File: src/rr_stripe_cfg.svh
`ifndef RR_STRIPE_CFG_SVH
`define RR_STRIPE_CFG_SVH

// payload width of one word
`define RR_WIDTH 16

// channel counts, fixed at build time
`define RR_NUM_IN 4
`define RR_NUM_OUT 3

// most words that can cross in one cycle
`define RR_MEET ((`RR_NUM_IN < `RR_NUM_OUT) ? `RR_NUM_IN : `RR_NUM_OUT)

`endif

File: src/rr_stripe_pkg.sv
package rr_stripe_pkg;

`include "rr_stripe_cfg.svh"

   // pointer widths, at least one bit even for a single channel
   localparam int RR_IN_PTR_W = (`RR_NUM_IN > 1) ? $clog2(`RR_NUM_IN) : 1;
   localparam int RR_OUT_PTR_W = (`RR_NUM_OUT > 1) ? $clog2(`RR_NUM_OUT) : 1;
   // count must hold 0 .. RR_MEET inclusive
   localparam int RR_CNT_W = $clog2(`RR_MEET + 1);

   // one data word
   typedef logic [`RR_WIDTH-1:0] rr_word_t;

   // one bit per head position
   typedef logic [`RR_MEET-1:0] rr_meet_vec_t;

   // words moving this cycle
   typedef logic [RR_CNT_W-1:0] rr_go_cnt_t;

   // head pointers
   typedef logic [RR_IN_PTR_W-1:0] rr_in_ptr_t;
   typedef logic [RR_OUT_PTR_W-1:0] rr_out_ptr_t;

   // modular add, valid while base and step are both below modulus
   // so one subtract is enough
   function automatic int rr_wrap_add(input int base, input int step, input int modulus);
      int sum;
      sum = base + step;
      if (sum >= modulus)
      begin
         sum = sum - modulus;
      end
      return sum;
   endfunction

endpackage

File: src/rr_head_if.sv
`include "rr_stripe_cfg.svh"

interface rr_head_if;
   import rr_stripe_pkg::*;

   // input side heads, position 0 is the channel at the input pointer
   rr_meet_vec_t valid_head;
   rr_word_t data_head [`RR_MEET-1:0];

   // output side heads, position 0 is the channel at the output pointer
   rr_meet_vec_t ready_head;

   // leading run of matched positions
   rr_meet_vec_t go;
   // length of that run
   rr_go_cnt_t go_cnt;

   // input rotator
   modport src (
      output valid_head,
      output data_head,
      input go,
      input go_cnt
   );

   // output rotator
   modport dst (
      output ready_head,
      input data_head,
      input go,
      input go_cnt
   );

   // matcher
   modport match (input valid_head, input ready_head, output go, output go_cnt);

endinterface

File: src/rr_stripe_input.sv
`include "rr_stripe_cfg.svh"

module rr_stripe_input (
   input  logic clk,
   input  logic reset_i,
   // input fifo heads
   input  logic [`RR_NUM_IN-1:0] valid_i,
   input  rr_stripe_pkg::rr_word_t data_i [`RR_NUM_IN-1:0],
   // same cycle take pulse per channel
   output logic [`RR_NUM_IN-1:0] yumi_o,
   // toward the matcher and output rotator
   rr_head_if.src head
);
   import rr_stripe_pkg::*;

   // channel holding the oldest unread word
   rr_in_ptr_t ptr_r;
   rr_in_ptr_t ptr_next;

   // channel index behind each head position
   rr_in_ptr_t chan_idx [`RR_MEET-1:0];

   // position k maps to channel (ptr + k) mod num_in
   always_comb
   begin
      for (int k = 0; k < `RR_MEET; k++)
      begin
         chan_idx[k] = rr_in_ptr_t'(rr_wrap_add(int'(ptr_r), k, `RR_NUM_IN));
      end
   end

   // present valids and words in pointer order
   always_comb
   begin
      for (int k = 0; k < `RR_MEET; k++)
      begin
         head.valid_head[k] = valid_i[chan_idx[k]];
         head.data_head[k] = data_i[chan_idx[k]];
      end
   end

   // map go back through the same rotation
   // go already implies valid at that position
   always_comb
   begin
      yumi_o = '0;
      for (int k = 0; k < `RR_MEET; k++)
      begin
         if (head.go[k])
         begin
            yumi_o[chan_idx[k]] = 1'b1;
         end
      end
   end

   // advance past every word taken this cycle
   // go_cnt never exceeds num_in, so one wrap suffices
   assign ptr_next = rr_in_ptr_t'(rr_wrap_add(int'(ptr_r), int'(head.go_cnt), `RR_NUM_IN));

   always_ff @(posedge clk)
   begin
      if (reset_i)
      begin
         ptr_r <= '0;
      end
      else
      begin
         ptr_r <= ptr_next;
      end
   end

endmodule

File: src/rr_stripe_middle.sv
`include "rr_stripe_cfg.svh"

module rr_stripe_middle (
   // heads from both rotators, go back to both
   rr_head_if.match head
);
   import rr_stripe_pkg::*;

   // positions with a word waiting and room for it
   rr_meet_vec_t pair_ok;
   // leading run of pair_ok
   rr_meet_vec_t run;
   rr_go_cnt_t run_cnt;

   assign pair_ok = head.valid_head & head.ready_head;

   // any gap kills every later position, keeps strict order
   always_comb
   begin
      run[0] = pair_ok[0];
      for (int k = 1; k < `RR_MEET; k++)
      begin
         run[k] = run[k-1] & pair_ok[k];
      end
   end

   // run is contiguous from bit 0, so a popcount is its length
   always_comb
   begin
      run_cnt = '0;
      for (int k = 0; k < `RR_MEET; k++)
      begin
         if (run[k])
         begin
            run_cnt = run_cnt + rr_go_cnt_t'(1);
         end
      end
   end

   // purely combinational, no state here
   assign head.go = run;
   assign head.go_cnt = run_cnt;

endmodule

File: src/rr_stripe_output.sv
`include "rr_stripe_cfg.svh"

module rr_stripe_output (
   input  logic clk,
   input  logic reset_i,
   // output fifo tails
   input  logic [`RR_NUM_OUT-1:0] ready_i,
   output logic [`RR_NUM_OUT-1:0] valid_o,
   output rr_stripe_pkg::rr_word_t data_o [`RR_NUM_OUT-1:0],
   // from the input rotator and matcher
   rr_head_if.dst head
);
   import rr_stripe_pkg::*;

   // channel that takes the next word
   rr_out_ptr_t ptr_r;
   rr_out_ptr_t ptr_next;

   // channel index behind each head position
   rr_out_ptr_t chan_idx [`RR_MEET-1:0];

   // position k maps to channel (ptr + k) mod num_out
   always_comb
   begin
      for (int k = 0; k < `RR_MEET; k++)
      begin
         chan_idx[k] = rr_out_ptr_t'(rr_wrap_add(int'(ptr_r), k, `RR_NUM_OUT));
      end
   end

   // readies in pointer order for the matcher
   always_comb
   begin
      for (int k = 0; k < `RR_MEET; k++)
      begin
         head.ready_head[k] = ready_i[chan_idx[k]];
      end
   end

   // steer matched words to their channels
   // idle lanes drive zero
   always_comb
   begin
      valid_o = '0;
      for (int c = 0; c < `RR_NUM_OUT; c++)
      begin
         data_o[c] = '0;
      end
      for (int k = 0; k < `RR_MEET; k++)
      begin
         // go[k] implies ready at this channel
         if (head.go[k])
         begin
            valid_o[chan_idx[k]] = 1'b1;
            data_o[chan_idx[k]] = head.data_head[k];
         end
      end
   end

   // move past every channel written this cycle
   assign ptr_next = rr_out_ptr_t'(rr_wrap_add(int'(ptr_r), int'(head.go_cnt), `RR_NUM_OUT));

   always_ff @(posedge clk)
   begin
      if (reset_i)
      begin
         ptr_r <= '0;
      end
      else
      begin
         ptr_r <= ptr_next;
      end
   end

endmodule

File: src/rr_stripe_top.sv
`include "rr_stripe_cfg.svh"

module rr_stripe_top (
   input  logic clk,
   input  logic reset_i,
   // input side, valid level and yumi pulse
   input  logic [`RR_NUM_IN-1:0] valid_i,
   input  rr_stripe_pkg::rr_word_t data_i [`RR_NUM_IN-1:0],
   output logic [`RR_NUM_IN-1:0] yumi_o,
   // output side, valid only where ready
   input  logic [`RR_NUM_OUT-1:0] ready_i,
   output logic [`RR_NUM_OUT-1:0] valid_o,
   output rr_stripe_pkg::rr_word_t data_o [`RR_NUM_OUT-1:0]
);

   // head signals shared by the three blocks
   rr_head_if head_if ();

   // owns the input pointer, gathers input heads
   rr_stripe_input input_inst (
      .clk     (clk),
      .reset_i (reset_i),
      .valid_i (valid_i),
      .data_i  (data_i),
      .yumi_o  (yumi_o),
      .head    (head_if.src)
   );

   // decides how many words cross this cycle
   rr_stripe_middle middle_inst (
      .head (head_if.match)
   );

   // owns the output pointer, scatters words to output channels
   rr_stripe_output output_inst (
      .clk     (clk),
      .reset_i (reset_i),
      .ready_i (ready_i),
      .valid_o (valid_o),
      .data_o  (data_o),
      .head    (head_if.dst)
   );

endmodule

File: config.mk
export PLATFORM = sky130hd
export DESIGN_NAME = rr_stripe_top
export DESIGN_NICKNAME = d
export VERILOG_FILES = /design/src/rr_stripe_pkg.sv /design/src/rr_head_if.sv /design/src/rr_stripe_input.sv /design/src/rr_stripe_middle.sv /design/src/rr_stripe_output.sv /design/src/rr_stripe_top.sv
export VERILOG_INCLUDE_DIRS = /design/src
export SDC_FILE = /design/constraint.sdc
export NUM_CORES = 1
export LEC_CHECK = 0
export BUFFER_PORTS_ARGS = -buffer_cell sky130_fd_sc_hd__buf_2
export CORE_MARGIN = 4
export CORE_UTILIZATION = 45
export DETAILED_ROUTE_END_ITERATION = 16
export PLACE_DENSITY = 0.91
export SLEW_MARGIN = 20
export SYNTH_ARGS = -nofsm -noshare
export SYNTH_HDL_FRONTEND = slang
export SYNTH_HIERARCHICAL = 1
export SYNTH_SLANG_ARGS = --single-unit
File: constraint.sdc
create_clock -name clk -period 3.5 [get_ports clk]
set_input_delay 0.7 -clock clk [delete_from_list [all_inputs] [get_ports clk]]
set_output_delay 0.7 -clock clk [all_outputs]
set_load 0.05 [all_outputs]
# Yosys cells after proc, flatten, opt, wreduce, memory -nomap -nowiden
# Cells that the tools add are included.
[word_totals] ff_bits=4 input_bits=73 elab_cells=110
[classes] n_addsub=16 order_cmp=20 muxes=58 bitwise_logic=8 n_reduce_logical=6
[ops] operator="two-way mux 48 bit" n=3
[ops] operator="binary-select mux 16 bit (select 2 bit)" n=3
[ops] operator="bitwise mux 48 bit" n=2
[ops] operator="demux 16 bit (select 2 bit)" n=3
[ops] operator="two-way mux 16 bit" n=6
[ops] operator="AND 48 bit" n=1
[ops] operator="two-way mux 2 bit" n=10
[ops] operator="< comparator 2 x 3 -> 1 bit (second input constant)" n=6
[ops] operator="subtractor 2 x 1 -> 2 bit (second input constant)" n=7
[ops] operator="two-way mux 1 bit" n=13
[ops] operator="binary-select mux 1 bit (select 2 bit)" n=6
[ops] operator="demux 1 bit (select 2 bit)" n=6
[ops] operator="greater-or-equal comparator 2 x 1 -> 1 bit (second input constant)" n=6
[ops] operator="two-way mux 4 bit" n=3
[ops] operator="greater-or-equal comparator 3 x 2 -> 1 bit (second input constant)" n=3
[ops] operator="greater-or-equal comparator 3 bit (second input constant)" n=3
[ops] operator="two-way mux 3 bit" n=3
[ops] operator="bitwise OR 4 bit" n=2
[ops] operator="adder 2 x 1 -> 3 bit (second input constant)" n=2
[ops] operator="adder 2 x 2 -> 3 bit" n=2
[ops] operator="adder 2 x 2 -> 3 bit (second input constant)" n=2
[ops] operator="logical AND 1 bit" n=6
[ops] operator="bitwise OR 3 bit" n=2
[ops] operator="AND 3 bit" n=1
[ops] operator="other kinds (6)" n=7

# Longest topological paths before layout
[depth] depth_word=14 depth_mapped=16

# Cells and area by module
# Netlist, hierarchy kept.
[by_module_without_submodules] module="rr_stripe_input" n_inst=1 cells_per_inst=85 area_each_um2=1516.5
[by_module_without_submodules] module="rr_stripe_output" n_inst=1 cells_per_inst=264 area_each_um2=1507.7
[by_module_without_submodules] module="rr_stripe_middle" n_inst=1 cells_per_inst=7 area_each_um2=42.5

# Worst setup path before layout
# No wires, ideal clock.
[synth_timing] kind="register to output" startpoint="reg input_inst.ptr_r[0]" endpoint="out data_o[17] (netlist name)" t_arrival_ns=3.698 required_ns=2.800 slack_ns=-0.898 path_stages_with_launch=14 path_cell_list="dfxtp_1 buf_6 buf_6 buf_4 inv_1 ha_1 buf_2 mux4_2 and4_4 and3_1 nand2_1 clkbuf_1 nor2_1 a31oi_1"
[synth_lines] item="start: declaration" line_no="rr_stripe_input.sv:17" text="rr_in_ptr_t ptr_r;"
[synth_lines] item="start signal: assignment" line_no="rr_stripe_input.sv:68" text="ptr_r <= ptr_next;"
[synth_lines] item="end: declaration" line_no="rr_stripe_top.sv:13" text="output rr_stripe_pkg::rr_word_t data_o [`RR_NUM_OUT-1:0]"

==> impl_metrics.yaml <==
critical_path:
  path_class: "register to output pin"
  end_kind: "output pin"
  worst-path-max-fanout: 12
  cp.required_ns: 2.80
  r2r-start: "output_inst/ptr_r[0]"
  startpoint_type: "register"
  arrival_ns: 2.71
  startpoint: "input_inst/ptr_r[0]"
floorplanning:
  core-area_um2: 6490
  die_area_um2: 8200
  die_y_um: 90.6
  io_pins: 128
  initial_utilization_pct: 47.2
  row_count: 29
  die_w_um: 90.6
cts:
  clkSinkCount: 4
  clock_path_buffers: 2
  insertion_delay_ns: 0.22
  clockRootBuffer: "clkbuf_8"
  cts_buffers: 3
  htreeDepth: 1
  tritoncts: "yes"
  cts_setup_buffers: 0
  clk_transition_reported_paths_ns: 0.03
synthesis:
  synth_warnings: 6
  synth_fa_ha_area_share_pct: 5.96
  synth_mux_area_share_pct: 38.9
  synth_top_family_by_area: "multiplexers"
  ys_types: 30
  ys_seq_area_share_pct: 2.61
  synthXorXnorAreaFrac_pct: 0.734
  synth_compound_area_share_pct: 13.8
  syn_inst: 356
  syn_area_um2: 3070
  yosys.area_share.simple_pct: 25.9
  syn_avg_cell_area_um2: 8.61
  syn-num-nets: 443
  ys_ff_latch: 4
final_layout:
  final_core_util_pct: 71.1
  fin_cells: 553
  nFillCells: 481
  n_antenna_cell: 0
  nNetsFinal: 564
  area_growth_syn_to_layout_pct: 50.5
  layout-drive-gt1-share_pct: 59.9
power_and_ir_drop:
  pwr-share-seq_pct: 3.1
  internal-power_mw: 1.21
  power.total_mw: 2.89
  vdd_drop_max_uv: 598
  p_per_area_nw_per_um2: 626
  power_leakage_nw: 1.72
  switching_share_pct: 58.2
  pwr-share-comb_pct: 93.3
  p_clk_share_pct: 3.6
  switchingPower_mw: 1.68
grt:
  grt_pass1_vias: 3810
  antenna_found_initial: 0
  grt_max_degree: 39
  grt_overflow: 0
  track_usage_pct: 25.9
  grt_pass1_wl_um: 17900
flow_run:
  cap_viol_max_count: 0
sta:
  finalClockSkew_ns: 0.00401
  min_period_over_period_pct: 97.4
  fmax_mhz: 293
  final_max_slew_viol_count: 0
  min_period_ns: 3.41
  totalNegativeSetupSlack_ns: 0
  setup_violations: 0
  finalHoldViolCount: 0
  worst-slew-pin-transition_ns: 0.494
  whs_ns: 0.687
  grt_setup_unrepaired: "yes"
  slew-limit-headroom_pct: 67.1
status:
  outcome: "completed"
hold_path:
  min_from: "reset_i"
  worst_hold_path_type: "input port to register"
place:
  port_buffers: 127
  place.gp.congestion: 0.820
  dp_cells: 549
  hpwl_um: 8600
detailed_routing:
  vias_per_cell: 6.61
  wl_per_cell_um: 19.9
  antenna_left: 0
  drc: 0
  drtIter0Drc: 320
  drt_pass1_iterations: 5
  vias: 3657
  wl_um: 11000
-- state kept, by name (all words and copies together), names as in the netlist --
signal	flops
output_inst/ptr_r	2
input_inst/ptr_r	2
-- critical path: stages (launching register included) --
cell and delay (ns):
dfxtp_4 0.39, inv_4 0.05, ha_4 0.27, mux4_2 0.51, and4_4 0.19, buf_4 0.17, nand2_1 0.09, buf_4 0.17
nand3_1 0.17, a31oi_4 0.19, buf_2 0.29
-- cell families (layout without fill, tap and decap cells) --
family                     Yosys count  in the layout
AOI/OAI and AO/OA                   58             58
xor gates and xnor gates             1              1
adders and majority gates           14             14
buffers and inverters               50            170
DFF                                  4              4
muxes                               55             55
and+or+nand+nor                    174            174
-- per-stage QoR --
step	setup slack [ns]	instance area, um2
after floorplan	-0.00895	3950
after global placement	0.217	4490
after detailed placement	0.176	4490
after CTS	0.0145	4550
after global routing	-0.000870	4620
final	0.0901	4620
-- cell type report --
class,instances,area (um2),area share (%)
tap,77,96.3,2.09
inverter,13,53.8,1.17
timing repair buffer,153,967,21.0
sequential,4,85.1,1.84
clock buffer,4,45.0,0.976
multi-input combinational,302,3370,73.0
-- synthesized netlist by cell type --
library cell	number	area share [%]
buf_4	12	2.9
nor2b_1	2	0.41
mux4_2	50	37
and3_1	1	0.20
clkbuf_1	7	0.86
buf_8	1	0.49
mux4_1	1	0.86
dfxtp_1	4	2.6
ha_1	13	5.3
fa_1	1	0.65
buf_6	7	2.6
mux2_2	1	0.37
nand3_1	40	6.5
a222oi_1	4	1.3
a211oi_1	1	0.24
a31oi_1	41	8.4
buf_2	6	0.98
o21ai_0	3	0.49
nor2_1	53	6.5
mux2i_1	3	0.98
and4_4	1	0.37
a31oi_2	8	3.3
a21oi_1	1	0.16
and2_1	6	1.2
xnor3_1	1	0.73
nand3b_1	3	0.73
nand3_2	8	2.6
buf_12	4	2.6
inv_1	13	1.6
nand2_1	60	7.3
-- power groups by stage --
| stage | clock network [mW] | logic [mW] | registers [mW] |
|---|---|---|---|
| final | 0.103 | 2.70 | 0.0901 |
| after global placement | 0 | 2.55 | 0.0884 |
| after CTS | 0.105 | 2.64 | 0.0902 |
| after global routing | 0.110 | 2.84 | 0.0940 |
| after detailed placement | 0 | 2.62 | 0.0900 |
| after floorplan | 0 | 2.27 | 0.0850 |
-- repair_timing --
action                     CTS  global route
pin swaps                    0             0
hold buffers                 0             0
setup endpoints to repair   12            50
gates resized for setup      2            33
-- worst paths after layout --
path                                        endpoint  slack [ns]  depth (start not counted)
worst max-delay path                      data_o[36]        0.09                         10
worst min-delay path             input_inst/ptr_r[1]        0.69                          2
worst max register to register  output_inst/ptr_r[0]        0.15                         13
worst min register to register  output_inst/ptr_r[1]        0.83                          3
-- cell usage in the layout (no fill, tap or decap), drive strengths merged --
| cell type | instances |
|---|---|
| a211oi | 1 |
| a21oi | 1 |
| a222oi | 4 |
| a31oi | 49 |
| and2 | 6 |
| and3 | 1 |
| and4 | 1 |
| buf | 137 |
| clkbuf | 20 |
| dfxtp | 4 |
| fa | 1 |
| ha | 13 |
| inv | 13 |
| mux2 | 1 |
| mux2i | 3 |
| mux4 | 51 |
| nand2 | 60 |
| nand3 | 48 |
| nand3b | 3 |
| nor2 | 53 |
| nor2b | 2 |
| o21ai | 3 |
| xnor3 | 1 |
-- per-layer routing --
metal  track usage [%]  part of all wire, %  up-vias
met1              28.7                   36     1783
met2              50.0                   54      219
met3              3.17                  7.7       37
met5                 0                    0        -
li1                  -                    -     1618
met4              9.69                  2.8        0
Power figures use the tool's default switching activity.
